==> src/rom.hex <==
// one 32-bit word per line, rom word offsets 0 to 15 in order
3c1d_0000
a5a5_5a5a
0000_0013
dead_beef
1234_5678
8765_4321
cafe_f00d
0f0f_f0f0
55aa_aa55
0bad_c0de
7fff_ffff
8000_0001
1357_9bdf
2468_ace0
fedc_ba98
600d_d00d

==> src/rtl/qmem_pkg.sv <==
// shared widths, bus types and constants of the QMEM subsystem
// byte addresses with 32-bit words; address bits 23:22 pick the region
// slave tables are small and alias inside their region
package qmem_pkg;

  ////////////////////////////////////////////////////////////
  // widths and vector types
  ////////////////////////////////////////////////////////////
  localparam int QAW = 24;
  localparam int QDW = 32;
  localparam int QSW = QDW / 8;

  typedef logic [QAW-1:0] qmem_adr_t;
  typedef logic [QDW-1:0] qmem_dat_t;
  typedef logic [QSW-1:0] qmem_sel_t;
  typedef logic [1:0]     qmem_region_t;
  // word offset inside one region, address bits 21:2
  typedef logic [QAW-5:0] qmem_woff_t;

  // region codes on address bits 23:22
  localparam qmem_region_t REGION_RAM  = 2'b00;
  localparam qmem_region_t REGION_ROM  = 2'b01;
  localparam qmem_region_t REGION_REGS = 2'b10;
  localparam qmem_region_t REGION_NA   = 2'b11;

  // topology of the reference map
  localparam int M0_SN = 3;
  localparam int S0_MN = 2;

  ////////////////////////////////////////////////////////////
  // slave sizes and register map
  ////////////////////////////////////////////////////////////
  localparam int    RAM_WORDS = 256;
  localparam int    RAM_AW    = $clog2(RAM_WORDS);
  localparam int    ROM_WORDS = 16;
  localparam int    ROM_AW    = $clog2(ROM_WORDS);
  localparam string ROM_FILE  = "/design/src/rom.hex";

  localparam qmem_woff_t REG_SCRATCH0  = 'd0;
  localparam qmem_woff_t REG_SCRATCH1  = 'd1;
  localparam qmem_woff_t REG_ID        = 'd2;
  localparam qmem_dat_t  REGS_ID_VALUE = 32'h514d_0001;

  // master to slave
  typedef struct packed {
    logic      cs;
    logic      we;
    qmem_sel_t sel;
    qmem_adr_t adr;
    qmem_dat_t dat_w;
  } qmem_req_t;

  // slave to master
  typedef struct packed {
    qmem_dat_t dat_r;
    logic      ack;
    logic      err;
  } qmem_rsp_t;

  // arbiter lock
  typedef enum logic {
    ARB_IDLE,
    ARB_BUSY
  } arb_state_t;

endpackage

==> src/rtl/qmem_arbiter.sv <==
// shares one QMEM slave between MN masters
// fixed priority, master 0 highest; no fairness, a busy m0 can starve others
// grant is combinational when idle and locked until ack or err
// losing masters see ack and err low and simply wait
`timescale 1ns/1ps

module qmem_arbiter #(
  parameter int MN = 2
)(
  input  logic                         clk,
  input  logic                         rst,
  input  qmem_pkg::qmem_req_t [MN-1:0] m_req,
  output qmem_pkg::qmem_rsp_t [MN-1:0] m_rsp,
  output qmem_pkg::qmem_req_t          s_req,
  input  qmem_pkg::qmem_rsp_t          s_rsp
);
  import qmem_pkg::*;

  // grant index width
  localparam int GW = (MN > 1) ? $clog2(MN) : 1;

  arb_state_t    state;
  logic [GW-1:0] gnt_q;
  logic [GW-1:0] req_gnt;
  logic          req_vld;
  logic [GW-1:0] gnt;
  logic          gnt_vld;
  logic          done;

  ////////////////////////////////////////////////////////////
  // priority pick among current requests
  ////////////////////////////////////////////////////////////
  // scan downwards so the lowest index wins
  always_comb begin
    req_gnt = '0;
    req_vld = 1'b0;
    for (int i = MN - 1; i >= 0; i--) begin
      if (m_req[i].cs) begin
        req_gnt = GW'(i);
        req_vld = 1'b1;
      end
    end
  end

  // locked grant while busy, fresh pick while idle
  assign gnt     = (state == ARB_BUSY) ? gnt_q : req_gnt;
  assign gnt_vld = (state == ARB_BUSY) | req_vld;
  assign done    = s_rsp.ack | s_rsp.err;

  assign s_req = gnt_vld ? m_req[gnt] : '0;

  // read data is shared, handshake only to the owner
  always_comb begin
    for (int i = 0; i < MN; i++) begin
      m_rsp[i].dat_r = s_rsp.dat_r;
      m_rsp[i].ack   = gnt_vld & (gnt == GW'(i)) & s_rsp.ack;
      m_rsp[i].err   = gnt_vld & (gnt == GW'(i)) & s_rsp.err;
    end
  end

  ////////////////////////////////////////////////////////////
  // lock FSM
  ////////////////////////////////////////////////////////////
  always_ff @(posedge clk) begin
    if (rst) begin
      state <= ARB_IDLE;
      gnt_q <= '0;
    end else begin
      case (state)
        ARB_IDLE: begin
          // hold the grant only if the slave did not finish at once
          if (req_vld & ~done) begin
            state <= ARB_BUSY;
            gnt_q <= req_gnt;
          end
        end
        ARB_BUSY: begin
          if (done) begin
            state <= ARB_IDLE;
          end
        end
        default: state <= ARB_IDLE;
      endcase
    end
  end

endmodule

==> src/rtl/qmem_bus.sv <==
// QMEM interconnect for two masters and three slaves
// m0 (dcpu) decodes adr[23:22]: 00 ram, 01 rom, 10 regs, 11 unmapped
// m1 (icpu) has no decode and always reaches ram
// ram is shared through a fixed-priority arbiter, m0 first
// rom and regs are private to m0
`timescale 1ns/1ps

module qmem_bus (
  input  logic                clk,
  input  logic                rst,
  // master 0 (dcpu)
  input  qmem_pkg::qmem_req_t m0_req,
  output qmem_pkg::qmem_rsp_t m0_rsp,
  // master 1 (icpu)
  input  qmem_pkg::qmem_req_t m1_req,
  output qmem_pkg::qmem_rsp_t m1_rsp,
  // slave 0 (ram)
  output qmem_pkg::qmem_req_t s0_req,
  input  qmem_pkg::qmem_rsp_t s0_rsp,
  // slave 1 (rom)
  output qmem_pkg::qmem_req_t s1_req,
  input  qmem_pkg::qmem_rsp_t s1_rsp,
  // slave 2 (regs)
  output qmem_pkg::qmem_req_t s2_req,
  input  qmem_pkg::qmem_rsp_t s2_rsp
);
  import qmem_pkg::*;

  // m0 decoder ports, indexed by region code
  qmem_req_t [M0_SN-1:0] m0_s_req;
  qmem_rsp_t [M0_SN-1:0] m0_s_rsp;

  // ram arbiter ports, index is master number
  qmem_req_t [S0_MN-1:0] s0_m_req;
  qmem_rsp_t [S0_MN-1:0] s0_m_rsp;

  ////////////////////////////////////////////////////////////
  // master 0 (dcpu)
  ////////////////////////////////////////////////////////////
  qmem_decoder #(
    .SN    (M0_SN)
  ) m0_decoder_i (
    .clk   (clk),
    .rst   (rst),
    .m_req (m0_req),
    .m_rsp (m0_rsp),
    .s_req (m0_s_req),
    .s_rsp (m0_s_rsp)
  );

  ////////////////////////////////////////////////////////////
  // slave 0 (ram), shared by m0 and m1
  ////////////////////////////////////////////////////////////
  assign s0_m_req[0] = m0_s_req[REGION_RAM];
  assign s0_m_req[1] = m1_req;

  qmem_arbiter #(
    .MN    (S0_MN)
  ) s0_arbiter_i (
    .clk   (clk),
    .rst   (rst),
    .m_req (s0_m_req),
    .m_rsp (s0_m_rsp),
    .s_req (s0_req),
    .s_rsp (s0_rsp)
  );

  assign m0_s_rsp[REGION_RAM] = s0_m_rsp[0];
  // master 1 (icpu) sees only the ram
  assign m1_rsp = s0_m_rsp[1];

  ////////////////////////////////////////////////////////////
  // slaves 1 and 2, m0 only
  ////////////////////////////////////////////////////////////
  // rom
  assign s1_req                = m0_s_req[REGION_ROM];
  assign m0_s_rsp[REGION_ROM]  = s1_rsp;

  // regs
  assign s2_req                = m0_s_req[REGION_REGS];
  assign m0_s_rsp[REGION_REGS] = s2_rsp;

endmodule

==> src/rtl/qmem_decoder.sv <==
// splits one QMEM master onto SN slave ports by address bits 23:22
// region code n goes to port n; codes at or above SN are unmapped
// unmapped access answers err one cycle after cs, once per request
// the master must hold its request until ack or err
`timescale 1ns/1ps

module qmem_decoder #(
  parameter int SN = 3
)(
  input  logic                         clk,
  input  logic                         rst,
  input  qmem_pkg::qmem_req_t          m_req,
  output qmem_pkg::qmem_rsp_t          m_rsp,
  output qmem_pkg::qmem_req_t [SN-1:0] s_req,
  input  qmem_pkg::qmem_rsp_t [SN-1:0] s_rsp
);
  import qmem_pkg::*;

  qmem_region_t  region;
  // one hot slave select
  logic [SN-1:0] ss;
  logic          na;
  logic          na_err;

  ////////////////////////////////////////////////////////////
  // slave select
  ////////////////////////////////////////////////////////////
  assign region = m_req.adr[QAW-1 -: $bits(qmem_region_t)];

  always_comb begin
    for (int i = 0; i < SN; i++) begin
      ss[i] = (region == qmem_region_t'(i));
    end
  end

  // no port matches
  assign na = ~|ss;

  // all fields fan out, cs only to the chosen port
  always_comb begin
    for (int i = 0; i < SN; i++) begin
      s_req[i]    = m_req;
      s_req[i].cs = m_req.cs & ss[i];
    end
  end

  ////////////////////////////////////////////////////////////
  // unmapped error, same registered rule as a slave
  ////////////////////////////////////////////////////////////
  always_ff @(posedge clk) begin
    if (rst) begin
      na_err <= 1'b0;
    end else begin
      na_err <= m_req.cs & na & ~na_err;
    end
  end

  // response return
  always_comb begin
    m_rsp     = '0;
    m_rsp.err = na & na_err;
    for (int i = 0; i < SN; i++) begin
      if (ss[i]) begin
        m_rsp = s_rsp[i];
      end
    end
  end

endmodule

==> config.mk <==
export PLATFORM = sky130hd
export DESIGN_NAME = qmem_bus
export DESIGN_NICKNAME = d
export VERILOG_FILES = /design/src/rtl/qmem_pkg.sv /design/src/rtl/qmem_arbiter.sv /design/src/rtl/qmem_bus.sv /design/src/rtl/qmem_decoder.sv
export SDC_FILE = /design/constraint.sdc
export NUM_CORES = 1
export LEC_CHECK = 0
export BUFFER_PORTS_ARGS = -buffer_cell sky130_fd_sc_hd__buf_2
export CORE_AREA = 2 2 185 187
export DETAILED_ROUTE_END_ITERATION = 10
export DIE_AREA = 0 0 187 189
export HOLD_SLACK_MARGIN = 0.12
export PLACE_DENSITY = 0.45
export SLEW_MARGIN = 20
export SYNTH_ARGS = -nofsm -noshare
export SYNTH_HDL_FRONTEND = slang
export SYNTH_SLANG_ARGS = --single-unit
==> constraint.sdc <==
create_clock -name clk -period 2.5 [get_ports clk]
set_input_delay 0.125 -clock clk [delete_from_list [all_inputs] [get_ports clk]]
set_output_delay 0.125 -clock clk [all_outputs]
set_load 0.02 [all_outputs]
Word-level counts from Yosys, hierarchy flattened

Cells that the tools add are included.

Magnitude comparators: 1
Equal/unequal tests: 2
Mux-type cells: 13
Bitwise logic cells: 19
Reduce and logical (&&, ||, !) cells: 4

Operators by type and width:

| cell               | count |
|---|---|
| $mux 62            | 3 |
| $mux 34            | 3 |
| $and 1x1->1        | 13 |
| $mux 1             | 6 |
| $not 1->1          | 4 |
| $reduce_or 3->1    | 1 |
| $eq 2x1->1 const B | 1 |
| $eq 2x2->1 const B | 1 |
| $logic_not 2->1    | 1 |
| $lt 1x2->1 const B | 1 |
| $or 1x1->1         | 2 |
| $pmux 1 s2         | 1 |
| $reduce_and 2->1   | 1 |
| $logic_not 1->1    | 1 |

Register bits: 3
Bits of input ports: 228

Logic depth before layout (Yosys ltp)

Depth after elaboration: 10
Depth in mapped cells: 6
Mapped depth without buffers: 3

By module

From an unflattened synthesis, not the netlist that was laid out.

Cell total of the unflattened synthesis: 638
Area, all modules: 4933.5 µm²

Modules (own cells, without submodules):

| module       | times used | cells an instance | area an instance (µm²) |
|---|---|---|---|
| qmem_arbiter | 1          | 369               | 2716.4 |
| qmem_decoder | 1          | 269               | 2217.1 |

Worst setup path after synthesis

No wires, ideal clock.

Kind: register -> output
Start: reg s0_arbiter_i.state
End: out s0_req[10] in the netlist's numbering
Arrival time: 1.355 ns
Required time: 2.375 ns
Setup slack: 1.020 ns
Stages on the path, launching flop included: 5
Path through: dfxtp_1 clkbuf_1 clkbuf_1 a21oi_1 a22oi_1

RTL lines:

| item                     | line               | source |
|---|---|---|
| start: declaration       | qmem_arbiter.sv:22 | `arb_state_t state;` |
| start signal: assignment | qmem_arbiter.sv:66 | `state <= ARB_IDLE;` |
| start signal: assignment | qmem_arbiter.sv:73 | `state <= ARB_BUSY;` |
| start signal: assignment | qmem_arbiter.sv:79 | `state <= ARB_IDLE;` |
| end: declaration         | qmem_bus.sv:18     | `output qmem_pkg::qmem_req_t s0_req,` |

==> results.cfg <==
[logic_synthesis]
synth_cell_types = 26
ys_seq_area_frac = 0.01515
syn_inst = 582
syn_area_per_cell_um2 = 6.811
netlist.area_leader.share = 0.3011
synth.area.top_cells = buf_4 (30%), mux2i_1 (23%), a22oi_1 (11%), a21oi_1 (7.8%), nand3_1 (7.4%)
synthesis.area_um2 = 3964
synth.most_common_cell = buf_4
async_flop_share = 0
yosys_most_used_dff = dfxtp_1
synth_area_leader_cell = buf_4
ys_ff_latch = 3
syn_nets = 810
synthTopCellsByCount = buf_4 (159), mux2i_1 (93), a21oi_1 (62)
synth_edf_count = 0
yosysWarningCount = 0

[clocking]
cts_tree = done
clk_pin_slew_ns = 0.03
cts_setup_buffers = 0
clock_sinks = 3
clock_path_buffers = 2
h-tree-depth = 1
cts-root-buf = clkbuf_16
clk_latency_ns = 0.23
cts-buffers-inserted = 3

[global_routing]
grt_max_degree = 68
grt_usage = 0.1026
antenna_found_initial = 2
grt_overflow = 0
grt_pass1_vias = 4870
grt_pass1_wl_um = 28740

[critical_path]
cp.required_ns = 2.38
end_kind = output port
critPathLaunchType = register
critical_path_peak_fanout = 27
worstSetupPathType = reg2out
worst_ep_arrival_time_ns = 1.73

[power]
p_leak_nw = 2.962
p_per_area_nw_per_um2 = 281.7
p_total_w = 0.001638
irDropWorstVdd_v = 0.0002271

[detailed_routing]
detail_route.iter0.violations = 192
wl_um = 20250
wire_per_inst_um = 15.27
drt_pass1_iterations = 4
drc = 0
via_per_inst = 4.012
vias = 5320
ant_nets = 0

[cells_and_area]
syn2layout_area_growth_pct = 46.72
fill_cells = 3837
fin_cells = 1326
final_util = 0.1747
layout.nets = 1105
drive_above_1_share = 0.5811

[timing]
finClkSkew_ns = 0.0001411
tns_ns = 0
rsz0062_at_grt = false
final-hold-violation-count = 0
fmax_ghz = 0.5395
max-slew-margin-rel = 0.6271
fin_crit_ns = 1.854
period_share = 0.7415
setup-violations-final = 0
slew_violations = 0
worst_slew_pin_slew_ns = 0.5594

[status]
status = finished clean

[placed_design]
dp_hpwl_um = 17060
place_inst = 1319
gp_congestion = 0.8733
port_buffers = 481

[floorplan]
dieWidth_um = 187
rows = 67
start_util = 0.1191
design.core.area_um2 = 33280
die_area_um2 = 35340
dieHeight_um = 189
io_pins = 482

[job]
max_cap_violations = 0

[hold_path]
min_path_type = in2reg
==> layer usage <==
metal,GRT usage,up-vias,routed length (µm)
li1,-,2530,-
met1,0.1146,2441,7741
met2,0.2055,329,10780
met3,0.008712,20,1208
met4,0.02778,0,521
met5,0,-,0
==> cell type report <==
class	instances	area [µm²]	share of cell area
timing repair buffer	499	2608	0.4484
clock buffer	4	78.83	0.01355
multi-input combinational	370	2496	0.4292
antenna	2	5.005	0.0008606
sequential	3	67.56	0.01162
tap	448	560.5	0.09639
==> cells by family (layout without fill, tap and decap cells) <==
family / after synthesis / count (layout) / share of synthesized area
buffers and inverters: 209 / 503 / 0.3573
AOI/OAI and AO/OA: 158 / 158 / 0.2405
and+or+nand+nor: 117 / 117 / 0.1465
muxes: 95 / 95 / 0.2405
DFF: 3 / 3 / 0.01515
other: 0 / 2 / 0
==> repair_timing <==
action                    4_1_cts  5_1_grt
hold endpoints to repair        2        0
gates resized for setup         0        0
hold buffers                    1        0
==> report_power, final <==
part	switching, W	total [W]	leakage (nW)	internal, W
clock network	0.0000502	0.000261	0.0382	0.000211
logic	0.000811	0.00131	2.90	0.000503
registers	0.0000138	0.0000628	0.0259	0.0000490
==> worst paths after layout <==
check	from	endpoint	slack (ns)	depth (start not counted)
worst max register to register	s0_arbiter_i.gnt_q	s0_arbiter_i.gnt_q	1.51	2
worst min-delay path	s0_rsp[1]	s0_arbiter_i.state	0.15	2
worst min register to register	m0_decoder_i.na_err	m0_decoder_i.na_err	0.47	1
worst max-delay path	s0_arbiter_i.gnt_q	s0_req[24]	0.65	4
==> registers in the layout, indices dropped and copies added, names as in the netlist <==
signal / cells
s0_arbiter_i.gnt_q: 1
m0_decoder_i.na_err: 1
s0_arbiter_i.state: 1
==> cells in the final DEF (no fill, tap or decap), types with 2 or more instances in the layout <==
master | synthesis | layout
a21oi_1 | 62 | 62
a22o_1 | 2 | 2
a22oi_1 | 59 | 59
a32oi_1 | 2 | 2
and2_1 | 2 | 2
buf_12 | 0 | 5
buf_2 | 22 | 481
buf_4 | 159 | 12
clkbuf_16 | 0 | 3
dfxtp_4 | 0 | 2
diode_2 | 0 | 2
mux2_2 | 2 | 2
mux2i_1 | 93 | 93
nand2_1 | 35 | 35
nand2b_1 | 2 | 2
nand3_1 | 59 | 59
nand3b_1 | 4 | 4
nor2_1 | 5 | 5
nor3_1 | 2 | 2
nor4b_1 | 2 | 2
o21ai_0 | 33 | 33
==> critical path, stage by stage (launching register included) <==
cell and delay (ns):
dfxtp_4 0.66, buf_4 0.33, mux2i_1 0.21, a22oi_1 0.09, buf_2 0.18
==> per-stage QoR <==
step / cell area [µm²] / hold WS [ns] / setup WS, ns
floorplan: 3964 / 0.2014 / 1.020
global placement: 5722 / 0.3347 / 0.7825
detailed placement: 5722 / 0.3402 / 0.7533
CTS: 5811 / 0.1481 / 0.5873
global route: 5813 / 0.1850 / 0.5303
finish: 5816 / 0.1504 / 0.6463
No activity file was read; power rests on OpenSTA's default activity.
