**config.mk**
```make
export PLATFORM = sky130hd
export DESIGN_NAME = qmem_regs
export DESIGN_NICKNAME = d
export VERILOG_FILES = /design/src/rtl/qmem_pkg.sv /design/src/rtl/qmem_regs.sv
export SDC_FILE = /design/constraint.sdc
export NUM_CORES = 1
export LEC_CHECK = 0
export BUFFER_PORTS_ARGS = -buffer_cell sky130_fd_sc_hd__buf_2
export CAP_MARGIN = 10
export CORE_ASPECT_RATIO = 1.2
export CORE_MARGIN = 2
export CORE_UTILIZATION = 57
export CTS_CLUSTER_SIZE = 20
export DETAILED_ROUTE_END_ITERATION = 16
export PLACE_DENSITY_LB_ADDON = 0.3
export SYNTH_ARGS = -nofsm -noshare
export SYNTH_HDL_FRONTEND = slang
export SYNTH_SLANG_ARGS = --single-unit
```
**constraint.sdc**
```tcl
create_clock -name clk -period 3.4 [get_ports clk]
set_input_delay 0.51 -clock clk [delete_from_list [all_inputs] [get_ports clk]]
set_output_delay 0.51 -clock clk [all_outputs]
set_load 0.005 [all_outputs]
```
**src/rom.hex**
```
// one 32-bit word per line, rom word offsets 0 to 15 in order
3c1d_0000
a5a5_5a5a
0000_0013
dead_beef
1234_5678
8765_4321
cafe_f00d
0f0f_f0f0
55aa_aa55
0bad_c0de
7fff_ffff
8000_0001
1357_9bdf
2468_ace0
fedc_ba98
600d_d00d

```
**src/rtl/qmem_pkg.sv**
```systemverilog
// shared widths, bus types and constants of the QMEM subsystem
// byte addresses with 32-bit words; address bits 23:22 pick the region
// slave tables are small and alias inside their region
package qmem_pkg;

  ////////////////////////////////////////////////////////////
  // widths and vector types
  ////////////////////////////////////////////////////////////
  localparam int QAW = 24;
  localparam int QDW = 32;
  localparam int QSW = QDW / 8;

  typedef logic [QAW-1:0] qmem_adr_t;
  typedef logic [QDW-1:0] qmem_dat_t;
  typedef logic [QSW-1:0] qmem_sel_t;
  typedef logic [1:0]     qmem_region_t;
  // word offset inside one region, address bits 21:2
  typedef logic [QAW-5:0] qmem_woff_t;

  // region codes on address bits 23:22
  localparam qmem_region_t REGION_RAM  = 2'b00;
  localparam qmem_region_t REGION_ROM  = 2'b01;
  localparam qmem_region_t REGION_REGS = 2'b10;
  localparam qmem_region_t REGION_NA   = 2'b11;

  // topology of the reference map
  localparam int M0_SN = 3;
  localparam int S0_MN = 2;

  ////////////////////////////////////////////////////////////
  // slave sizes and register map
  ////////////////////////////////////////////////////////////
  localparam int    RAM_WORDS = 256;
  localparam int    RAM_AW    = $clog2(RAM_WORDS);
  localparam int    ROM_WORDS = 16;
  localparam int    ROM_AW    = $clog2(ROM_WORDS);
  localparam string ROM_FILE  = "/design/src/rom.hex";

  localparam qmem_woff_t REG_SCRATCH0  = 'd0;
  localparam qmem_woff_t REG_SCRATCH1  = 'd1;
  localparam qmem_woff_t REG_ID        = 'd2;
  localparam qmem_dat_t  REGS_ID_VALUE = 32'h514d_0001;

  // master to slave
  typedef struct packed {
    logic      cs;
    logic      we;
    qmem_sel_t sel;
    qmem_adr_t adr;
    qmem_dat_t dat_w;
  } qmem_req_t;

  // slave to master
  typedef struct packed {
    qmem_dat_t dat_r;
    logic      ack;
    logic      err;
  } qmem_rsp_t;

  // arbiter lock
  typedef enum logic {
    ARB_IDLE,
    ARB_BUSY
  } arb_state_t;

endpackage

```
**src/rtl/qmem_regs.sv**
```systemverilog
// small QMEM register block
// word 0 and 1 are scratch, byte writable, cleared on reset
// word 2 is a read-only id; a write there or any offset above 2 gives err
// offset is the word index in adr bits 21:2, no aliasing
`timescale 1ns/1ps

module qmem_regs (
  input  logic                clk,
  input  logic                rst,
  input  qmem_pkg::qmem_req_t req,
  output qmem_pkg::qmem_rsp_t rsp
);
  import qmem_pkg::*;

  qmem_woff_t woff;
  logic       accept;
  logic       bad;
  qmem_dat_t  rd_dat;
  qmem_dat_t  scratch0;
  qmem_dat_t  scratch1;
  logic       ack_q;
  logic       err_q;
  qmem_dat_t  dat_q;

  assign woff   = req.adr[QAW-3:2];
  assign accept = req.cs & ~(ack_q | err_q);
  assign bad    = (woff > REG_ID) | (req.we & (woff == REG_ID));

  // read mux
  always_comb begin
    case (woff)
      REG_SCRATCH0: rd_dat = scratch0;
      REG_SCRATCH1: rd_dat = scratch1;
      REG_ID:       rd_dat = REGS_ID_VALUE;
      default:      rd_dat = '0;
    endcase
  end

  ////////////////////////////////////////////////////////////
  // scratch writes and handshake
  ////////////////////////////////////////////////////////////
  always_ff @(posedge clk) begin
    if (rst) begin
      scratch0 <= '0;
      scratch1 <= '0;
      ack_q    <= 1'b0;
      err_q    <= 1'b0;
    end else begin
      ack_q <= accept & ~bad;
      err_q <= accept & bad;
      if (accept & req.we & ~bad) begin
        for (int b = 0; b < QSW; b++) begin
          if (req.sel[b] && woff == REG_SCRATCH0) begin
            scratch0[8*b +: 8] <= req.dat_w[8*b +: 8];
          end
          if (req.sel[b] && woff == REG_SCRATCH1) begin
            scratch1[8*b +: 8] <= req.dat_w[8*b +: 8];
          end
        end
      end
    end
  end

  // read data, old value on a write
  always_ff @(posedge clk) begin
    if (accept) begin
      dat_q <= rd_dat;
    end
  end

  assign rsp.dat_r = dat_q;
  assign rsp.ack   = ack_q;
  assign rsp.err   = err_q;

endmodule

```
# --- Word-level counts from Yosys, hierarchy flattened ---
# Index checks and enable logic that the tools add are counted.
# Widths: inputs -> output; s select.
op_classes:
  muxes: 1
  magnitude_cmp: 1
  n_reduce_logical: 17
  bitwise: 10
  n_eq_ne: 2
op_table:
  columns: ["cell", "n"]
  rows:
  - ["$pmux 32 s3", 1]
  - ["$eq 20x1->1 const B", 1]
  - ["$eq 20x2->1 const B", 1]
  - ["$gt 20x2->1 const B", 1]
  - ["$logic_not 20->1", 1]
  - ["$reduce_and 2->1", 8]
  - ["$logic_and 1x1->1", 8]
  - ["$and 1x1->1", 6]
  - ["$not 1->1", 2]
  - ["$or 1x1->1", 2]
totals:
  ff_bits: 98

# --- Depth between registers and ports, before layout ---
# Gate-level depths: netlist of the first run.
logic_depth:
  depth_word: 6
  mapped_depth: 7
  mapped_depth_nobuf: 4

# --- Least setup slack after synthesis of the first run ---
# OpenSTA, ideal clock, no wires.
synth_path:
  kind: "input -> register"
  start: "input port req[37] (netlist bit)"
  end: "register scratch0[15]"
  path_slack_ps: 1302
  setup_time_ps: 132
  t_arrival_ps: 1965
  stages: 5
  required_ps: 3268
  path_cell_list: "or4_4 -> or4_4 -> buf_6 -> o21ai_1 -> a21oi_1"
synth_between:
  elab_chain_cells: 6
  elab_cells_between_ends: 9
  cone_classes: "order compare: 1; eq/ne: 1; bitwise: 4; reduce/logical: 3"
synth_lines:
  columns: ["item", "line", "source"]
  rows:
  - ["from (decl)", "qmem_regs.sv:10", "input qmem_pkg::qmem_req_t req,"]
  - ["branches (longest 5 deep; another with $gt 20x2->1)", null, null]
  - ["$reduce_and 2->1 (no source line) (*)", null, null]
  - ["to (signal, indexed assignment)", "qmem_regs.sv:54", "scratch0[8*b +: 8] <= req.dat_w[8*b +: 8];"]
  - ["to (decl)", "qmem_regs.sv:19", "qmem_dat_t scratch0;"]
# Mark *: on every way between the ends.
# A chain may end at the register's enable or synchronous reset.

# --- Worst setup path after layout of the first run ---
layout_path:
  start: "input port req[50] (netlist bit)"
  end: "register scratch0[13]"
# The elaborated chain is that of the path after synthesis.

==> run summary, run 1 <==
clock latency at the later pin of the worst-skew pair - 0.36 ns
Slew Limit Fails - 0
Yosys warnings - 0
main area contributors after synthesis - dfxtp_1 (32%), edfxtp_1 (23%), a21oi_1 (8.8%)
min setup slack post-route - 1.25 ns
number of synthesized flops with an enable pin - 32
wire length reported by the detailed router - 10.2 mm
number of detailed-routing iterations run before antenna repair - 6
PD cells - 433 nW/µm²
top cell types by occurrence after synthesis - a21oi_1 (72), dfxtp_1 (66), nand3_1 (65)
setup repair after global routing missed its margin - no
most repeated cell in the gate-level netlist after synthesis - a21oi_1
number of gates resized after CTS - 0
buffer and inverter count on the worst path - 1
clock edge transition at the registers on the reported setup and hold paths - 0.09 ns
Total GRT Usage - 0.264
detail-routed net length per standard cell - 17.5 µm
total of max-cap violations - 0
die area - 7880 µm²
kind of critical path - input port to register
number of setup buffers added after CTS - 0
setup slack at placement - 0.921 ns
routed vias - 3677
met3 usage - 0.0392
vias in the first global route - 3484
number of unique standard cell types used by synthesis - 28
count of routing violations after the opening detailed-route iteration - 369
met1 demand-to-capacity share in global routing - 0.356
pin count of the biggest net entering global routing - 67
share of async-settable or async-resettable flops after synthesis - 0
post-synthesis cell count - 423
net count after synthesis - 487
DRT antenna net count - 0
mean post-synth cell area - 9.68 µm²
data required time at the worst endpoint - 3.60 ns
layout-stage area growth over the synthesis result - 15.0%
Largest stage delay, worst path - 0.71 ns
maximum fanout encountered on the critical timing path - 16
total number of nets in the final design - 558
total number of placement rows - 33
number of H-tree levels - 3
Critical Path End Type - register
Total Power Consumption - 2.04 mW
area of the mapped netlist - 4100 µm²
number of hold buffers added after CTS - 0
Final Hold Fails - 0
GR Layer Usage met2 - 0.407
dominant register cell in the synthesized netlist - dfxtp_1
most area-hungry cell type in the Yosys netlist - dfxtp_1
Max Root-Sink Buffers - 2
total CTS buffers - 9
arrival time reported for the critical path endpoint - 2.35 ns
mean number of vias per cell - 6.27
wire length of the first global-routing pass - 16.3 mm
number of storage elements in the synthesis netlist - 98
maximum resistive drop on vdd - 249 µV
worst reg2reg startpoint - ack_q
initial antenna violation count - 0
slew at the pin closest to its max-slew limit - 1.22 ns
die height - 96.9 µm
RD Place Congestion - 0.789
register area share after synthesis - 0.557
total half-perimeter wirelength after legalization and detailed placement - 6.24 mm
global route total overflow - 0
CORE AREA - 6900 µm²
worst relative slew slack - 0.186
sequence of cells on the critical path - buf_2 -> nor4_4 -> nand4_1 -> o21ai_1 -> a21oi_1
top-level port count - 98
final routed DRC violation total - 0
Tmin final - 2.15 ns
GRT Max-Usage Layer - met2
Lkg Pwr - 1.68 nW
die outline width - 81.4 µm
hold wc startpoint - req[11]
worst min-delay path class - input port to register
count of port buffers added during placement - 93
upper clock frequency limit - 465 MHz
outcome - finished, final reports clean
Root Buffer Master - clkbuf_8
CP Launch Point - req[50]
cell with the biggest individual delay on the critical path - nand4_1
total of endpoints with negative setup slack in the final report - 0
antenna fix cells - 0
CTS tree - yes
Post-Route Setup TNS - 0 ns
sort of element at the start of the critical path - input port
Worst Skew - 0.0111 ns
TritonCTS Sinks - 98
Final period util - 0.633
initial standard-cell utilization of the core - 0.594
cell family with most CP delay - simple AND/OR/NAND/NOR gates
area share of the leading cell type in the synthesized netlist - 0.323
fraction of layout instances using a drive strength above 1 - 0.257
-- logic make-up (layout without fill, tap and decap cells) --
| kind of cell | after synthesis | in the layout | share of synthesized area |
|---|---|---|---|
| compound gates | 162 | 162 | 0.221 |
| buf+inv | 42 | 118 | 0.0522 |
| flops | 98 | 98 | 0.557 |
| simple gates | 121 | 121 | 0.170 |
-- registers in the layout (all words and copies together) (netlist names) --
signal	cells
scratch1	32
scratch0	32
err_q	1
dat_q	32
ack_q	1
-- worst paths after layout --
| kind | endpoint | slack (ns) | depth (start not counted) |
|---|---|---|---|
| setup / recovery | scratch0[13] | 1.25 | 5 |
| hold / removal | scratch1[11] | 0.41 | 3 |
| setup reg to reg | scratch0[13] | 1.39 | 4 |
| hold reg to reg | scratch1[17] | 0.48 | 2 |
-- routing by layer --
| metal | wire (µm) | vias to the layer above | share of wire |
|---|---|---|---|
| met5 | 0 | - | 0 |
| met4 | 274 | 0 | 0.027 |
| met3 | 805 | 30 | 0.079 |
| met2 | 5050 | 194 | 0.49 |
| met1 | 4120 | 1739 | 0.40 |
| li1 | - | 1714 | - |
-- power breakdown --
part           total [mW]  internal, mW  leakage (nW)  switching (mW)
Combinational       0.120        0.0464         0.738          0.0737
Clock               0.694         0.305        0.0846           0.389
Sequential           1.23          1.22         0.856         0.00434
-- metrics by stage --
stage / cell area, µm² / utilization / hold slack, ns / cells
CTS: 4710 / 0.683 / 0.406 / 586
detailed placement: 4530 / 0.657 / 0.470 / 570
global route: 4710 / 0.683 / 0.406 / 586
global placement: 4530 / 0.657 / 0.461 / 570
finish: 4710 / 0.683 / 0.407 / 586
floorplan: 4100 / - / 0.454 / 423
-- cells in the final DEF (no fill, tap or decap), drive strengths merged --
master    count
nor4b         1
o21ai        65
a21oi        72
and4bb        1
nor2         27
or4           3
nand4         5
buf         101
nand2b        1
nand3        65
nand2         2
nor4          6
dfxtp        66
clkinvlp      3
and4          4
nor3          2
a211oi        1
a22o         24
clkbuf       12
nor2b         1
or2           3
edfxtp       32
clkinv        1
inv           1
-- tightest hold or removal path: stages --
cell,delay (ns)
buf_2,0.11
nand3_1,0.06
a21oi_1,0.06
-- final cells by class --
class	count	area, µm²
flip-flops and latches	98	2280
multi-input cells	283	1610
well taps	87	109
repair buffers	101	526
clock buffers	12	155
inverters	1	3.75
fillers	529	2180
clock inverters	4	27.5
(Power assumes the default switching activity.)
==> run 2, diff against run 1 <==
--- a/config.mk
+++ b/config.mk
@@ -9,7 +9,7 @@
 export CAP_MARGIN = 10
 export CORE_ASPECT_RATIO = 1.2
 export CORE_MARGIN = 2
-export CORE_UTILIZATION = 57
+export CORE_UTILIZATION = 48
 export CTS_CLUSTER_SIZE = 20
 export DETAILED_ROUTE_END_ITERATION = 16
 export PLACE_DENSITY_LB_ADDON = 0.3
==> constraint.sdc (replaced) <==
create_clock -name clk -period 1.9 [get_ports clk]
set_input_delay 0.285 -clock clk [delete_from_list [all_inputs] [get_ports clk]]
set_output_delay 0.285 -clock clk [all_outputs]
set_load 0.005 [all_outputs]
==> run summary, run 2 (synthesis gave the netlist of run 1 again) <==
vias in the first global route - 3534
die height - 105 µm
sort of element at the start of the critical path - input port
FF-to-FF End - scratch1[4]
die outline width - 88.3 µm
initial antenna violation count - 0
placed instance count - 618
arrival time reported for the critical path endpoint - 1.91 ns
kind of critical path - input port to register
initial standard-cell utilization of the core - 0.500
clock edge transition at the registers on the reported setup and hold paths - 0.09 ns
Slew Limit Fails - 0
worst relative slew slack - 0.507
wire length reported by the detailed router - 10.3 mm
total half-perimeter wirelength after legalization and detailed placement - 6.76 mm
layout-stage area growth over the synthesis result - 22.6%
number of cells in the finished layout apart from fillers - 634
total of max-cap violations - 0
CTS tree - yes
clock latency at the later pin of the worst-skew pair - 0.35 ns
cell family with most CP delay - simple AND/OR/NAND/NOR gates
min setup slack post-route - 0.186 ns
Total Power Consumption - 3.87 mW
Worst Skew - 0.0122 ns
most frequent standard cell in the layout excluding fill and tap cells - buf_2
Final Hold Fails - 0
CP most frequent cell - or4_4
maximum resistive drop on vdd - 384 µV
final routed DRC violation total - 0
TritonCTS Sinks - 98
count of port buffers added during placement - 93
worst reg2reg startpoint - ack_q
mean number of vias per cell - 5.77
number of H-tree levels - 3
routed vias - 3661
top-level port count - 98
wire length of the first global-routing pass - 16.4 mm
number of gates resized after CTS - 0
fraction of layout instances using a drive strength above 1 - 0.283
worst min-delay path class - input port to register
slew at the pin closest to its max-slew limit - 0.740 ns
Tmin final - 1.71 ns
Root Buffer Master - clkbuf_8
number of hold buffers added after CTS - 0
PD cells - 771 nW/µm²
worst setup slack for register-to-register paths - 0.36 ns
Largest stage delay, worst path - 0.54 ns
multi-input gate area in the final layout - 1610 µm²
hold wc startpoint - req[15]
Lkg Pwr - 1.83 nW
total of endpoints with negative setup slack in the final report - 0
pin count of the biggest net entering global routing - 38
upper clock frequency limit - 583 MHz
outcome - finished, final reports clean
die area - 9290 µm²
detail-routed net length per standard cell - 16.3 µm
cell with the biggest individual delay on the critical path - or4_4
DRT antenna net count - 0
Worst Hold Endpoint - scratch0[15]
RD Place Congestion - 0.789
fillcell total - 725
maximum fanout encountered on the critical timing path - 32
area taken by flip-flops and latches - 2280 µm²
buffer and inverter count on the worst path - 2
most frequent cells in the layout - buf_2 (93), a21oi_1 (72), dfxtp_1 (66)
Total GRT Usage - 0.226
number of setup buffers added after CTS - 0
setup slack at placement - -0.160 ns
total number of placement rows - 36
registers with the highest flip-flop counts - dat_q (32), scratch0 (32), scratch1 (32)
number of cells on the worst hold path - 3
CORE AREA - 8200 µm²
antenna fix cells - 0
sequence of cells on the critical path - buf_2 -> or4_4 -> or4_4 -> buf_12 -> o21ai_1 -> a21oi_1
total CTS buffers - 9
Max Root-Sink Buffers - 2
data required time at the worst endpoint - 2.10 ns
total number of nets in the final design - 579
Final period util - 0.902
number of detailed-routing iterations run before antenna repair - 5
Critical Path End Type - register
number of cells on the worst reg-to-reg path - 5
global route total overflow - 0
count of routing violations after the opening detailed-route iteration - 187
setup repair after global routing missed its margin - no
run 2: worst max path at each step:
stage	start	end	slack (ns)	cells after the start
2_1_floorplan	req[37]	scratch0[15]	0.03	5
3_3_place_gp	req[37]	scratch0[1]	-0.11	6
3_5_place_dp	req[37]	scratch0[24]	-0.16	6
4_1_cts	req[37]	scratch0[26]	0.21	6
5_1_grt	req[37]	scratch0[26]	0.16	6
6_report	req[37]	scratch0[26]	0.19	6
run 2: cell type report:
class                   instances  share of cell area
repair buffers                122               0.154
multi-input cells             283               0.320
clock inverters                 3              0.0130
well taps                     114              0.0284
clock buffers                  13              0.0297
inverters                       1            0.000748
flip-flops and latches         98               0.455
run 2: routing by layer:
layer	GRT usage	wire, µm	vias up
li1	-	-	1753
met1	0.289	4170	1736
met2	0.374	5280	156
met3	0.0395	695	16
met4	0.0898	194	0
met5	0	0	-
run 2: metrics by stage:
| stage | util | instance area [µm²] | setup TNS, ns | hold WS (ns) |
|---|---|---|---|---|
| 2_1_floorplan | - | 4100 | 0 | 0.437 |
| 3_3_place_gp | 0.586 | 4810 | -3.55 | 0.460 |
| 3_5_place_dp | 0.586 | 4810 | -6.17 | 0.469 |
| 4_1_cts | 0.612 | 5020 | 0 | 0.178 |
| 5_1_grt | 0.612 | 5020 | 0 | 0.185 |
| 6_report | 0.612 | 5020 | 0 | 0.193 |
run 2: where the power goes:
group / switching, mW / internal, mW / total, mW
combinational: 0.132 / 0.0952 / 0.227
clock: 0.671 / 0.779 / 1.45
sequential: 0.00669 / 2.19 / 2.19
run 2: tightest hold or removal path, delay by kind of cell:
kind,cells,cell delay [ns]
AO/OA/AOI/OAI,1,0.05
buffers and inverters,1,0.11
AND/OR/NAND/NOR,1,0.06
==> run 3, diff against run 2 <==
--- a/config.mk
+++ b/config.mk
@@ -5,6 +5,7 @@
 export SDC_FILE = /design/constraint.sdc
 export NUM_CORES = 1
 export LEC_CHECK = 0
+export ABC_AREA = 1
 export BUFFER_PORTS_ARGS = -buffer_cell sky130_fd_sc_hd__buf_2
 export CAP_MARGIN = 10
 export CORE_ASPECT_RATIO = 1.2
==> constraint.sdc (replaced) <==
create_clock -name clk -period 1.9 [get_ports clk]
set_input_delay 0.285 -clock clk [delete_from_list [all_inputs] [get_ports clk]]
set_output_delay 0.285 -clock clk [all_outputs]
set_load 0.02 [all_outputs]
==> run summary, run 3 <==
number of cells on the worst reg-to-reg path - 7
number of detailed-routing iterations run before antenna repair - 4
data required time at the worst endpoint - 2.20 ns
die outline width - 90.0 µm
total number of placement rows - 37
fraction of layout instances using a drive strength above 1 - 0.208
synthesized-area fraction occupied by adder cells - 0
most repeated cell in the gate-level netlist after synthesis - nor2_1
main area contributors after synthesis - dfxtp_1 (31%), edfxtp_1 (23%), nor2_1 (14%)
most frequent cells in the layout - nor2_1 (158), nand2_1 (134), buf_2 (93)
PD cells - 776 nW/µm²
net count after synthesis - 599
Largest stage delay, worst path - 0.41 ns
CORE AREA - 8610 µm²
post-synthesis cell count - 535
fillcell total - 811
total CTS buffers - 9
top-level port count - 98
total half-perimeter wirelength after legalization and detailed placement - 5.63 mm
total of max-cap violations - 0
internal power of the cells - 3.01 mW
setup slack at placement - 0.129 ns
sequence of cells on the critical path - nor2_1 -> nand2_2 -> nor2_8 -> nand4_2 -> nand2_1 -> nand2_1 -> nor2_1
kind of critical path - register to register
Simple-Gate Fraction of Synth Area - 0.312
setup repair after global routing missed its margin - no
register area share after synthesis - 0.535
count of port buffers added during placement - 93
layout-stage area growth over the synthesis result - 17.1%
mean post-synth cell area - 7.97 µm²
fraction of the mapped netlist area in compound gates - 0.0464
upper clock frequency limit - 620 MHz
GRT Max-Usage Layer - met2
clock latency at the later pin of the worst-skew pair - 0.36 ns
Total GRT Usage - 0.183
clock edge transition at the registers on the reported setup and hold paths - 0.10 ns
number of hold buffers added after CTS - 0
GR Layer Usage met2 - 0.315
Lkg Pwr - 2.50 nW
Post-Route Setup TNS - 0 ns
slew at the pin closest to its max-slew limit - 0.431 ns
number of synthesized flops with an enable pin - 32
most frequent standard cell in the layout excluding fill and tap cells - nor2_1
Final period util - 0.849
cell with the biggest individual delay on the critical path - nand4_2
Max Root-Sink Buffers - 2
Worst Skew - 0.00877 ns
detail-routed net length per standard cell - 11.4 µm
die height - 107 µm
outcome - finished, final reports clean
Yosys warnings - 0
total of endpoints with negative setup slack in the final report - 0
DRT antenna net count - 0
min setup slack post-route - 0.287 ns
Slew Limit Fails - 0
mux share of post-synthesis cell area - 0
CTS tree - yes
fraction of power spent switching nets - 0.223
Critical Path End Type - register
worst reg2reg startpoint - err_q
worst min-delay path class - input port to register
number of setup buffers added after CTS - 0
Tmin final - 1.61 ns
vias in the first global route - 3168
number of H-tree levels - 3
number of gates resized after CTS - 0
maximum fanout encountered on the critical timing path - 16
proportion of power drawn by combinational gates - 0.060
Worst Hold Endpoint - scratch1[12]
number of cells on the worst hold path - 3
worst relative slew slack - 0.712
dominant register cell in the synthesized netlist - dfxtp_1
Final Hold Fails - 0
antenna fix cells - 0
area share of the leading cell type in the synthesized netlist - 0.310
die area - 9660 µm²
post-synthesis share of cell area spent on xor and xnor gates - 0
TritonCTS Sinks - 98
RD Place Congestion - 0.779
switching component of the power - 862 µW
final routed DRC violation total - 0
worst setup slack for register-to-register paths - 0.29 ns
part of the total power dissipated in the clock network - 0.374
area of the mapped netlist - 4260 µm²
routed vias - 3451
wire length of the first global-routing pass - 14.2 mm
FF-to-FF End - scratch1[29]
initial standard-cell utilization of the core - 0.495
count of routing violations after the opening detailed-route iteration - 118
registers with the highest flip-flop counts - dat_q (32), scratch0 (32), scratch1 (32)
Root Buffer Master - clkbuf_8
initial antenna violation count - 0
most area-hungry cell type in the Yosys netlist - dfxtp_1
share of async-settable or async-resettable flops after synthesis - 0
pin count of the biggest net entering global routing - 65
sort of element at the start of the critical path - register
met3 usage - 0.0413
mean number of vias per cell - 4.63
maximum resistive drop on vdd - 541 µV
total number of nets in the final design - 688
top cell types by occurrence after synthesis - nor2_1 (158), nand2_1 (134), inv_1 (70)
hold wc startpoint - req[12]
arrival time reported for the critical path endpoint - 1.91 ns
number of storage elements in the synthesis netlist - 98
sequential share of power - 0.566
largest family of logic cells by synthesized area - simple AND/OR/NAND/NOR gates
wire length reported by the detailed router - 8.50 mm
number of unique standard cell types used by synthesis - 24
met1 demand-to-capacity share in global routing - 0.214
global route total overflow - 0
run 3: through the flow:
stage	hold slack (ns)	total power [mW]	std cells	util	cell area [µm²]
after detailed placement	0.507	2.48	730	0.555	4780
after global placement	0.500	2.48	730	0.555	4780
after CTS	0.135	3.92	746	0.580	4990
after floorplan	0.420	2.35	535	-	4260
after global routing	0.157	4.01	746	0.580	4990
final	0.152	3.88	746	0.580	4990
run 3: layout make-up:
| class | count | area, µm² | share of cell area |
|---|---|---|---|
| tap | 117 | 146 | 0.0293 |
| clock buffer | 10 | 128 | 0.0256 |
| clock inverter | 6 | 90.1 | 0.0180 |
| multi-input combinational | 342 | 1530 | 0.306 |
| inverter | 72 | 270 | 0.0541 |
| timing repair buffer | 101 | 551 | 0.110 |
| sequential | 98 | 2280 | 0.457 |
run 3: routing by layer:
layer  share of wire  routed length, µm
met5               0                  0
met2            0.49               4190
met1            0.43               3650
met3           0.047                397
met4           0.030                259
run 3: how the worst max path moves through the flow:
| stage | slack, ns | from | cells past startpoint | end |
|---|---|---|---|---|
| after floorplan | 0.34 | err_q | 3 | dat_q[0] |
| after global placement | 0.15 | req[50] | 9 | scratch1[30] |
| after detailed placement | 0.13 | req[52] | 10 | scratch1[29] |
| after CTS | 0.28 | err_q | 7 | scratch1[29] |
| after global routing | 0.10 | err_q | 6 | scratch1[26] |
| final | 0.29 | err_q | 7 | scratch1[29] |
run 3: logic make-up (layout without fill, tap and decap cells):
kind of cell	after synthesis	after routing
flops	98	98
buf+inv	95	189
simple gates	309	309
compound gates	33	33
run 3: critical path: cells and delay by family, from the launching register on:
kind	cells	cell delay [ns]
DFF	1	0.32
and+or+nand+nor	7	1.23
run 3: power by group through the flow:
stage	Clock, mW	Combinational [mW]	Sequential [mW]
after floorplan	0	0.0634	2.29
after global placement	0	0.232	2.24
after detailed placement	0	0.233	2.24
after CTS	1.49	0.234	2.20
after global routing	1.56	0.250	2.20
final	1.45	0.231	2.19
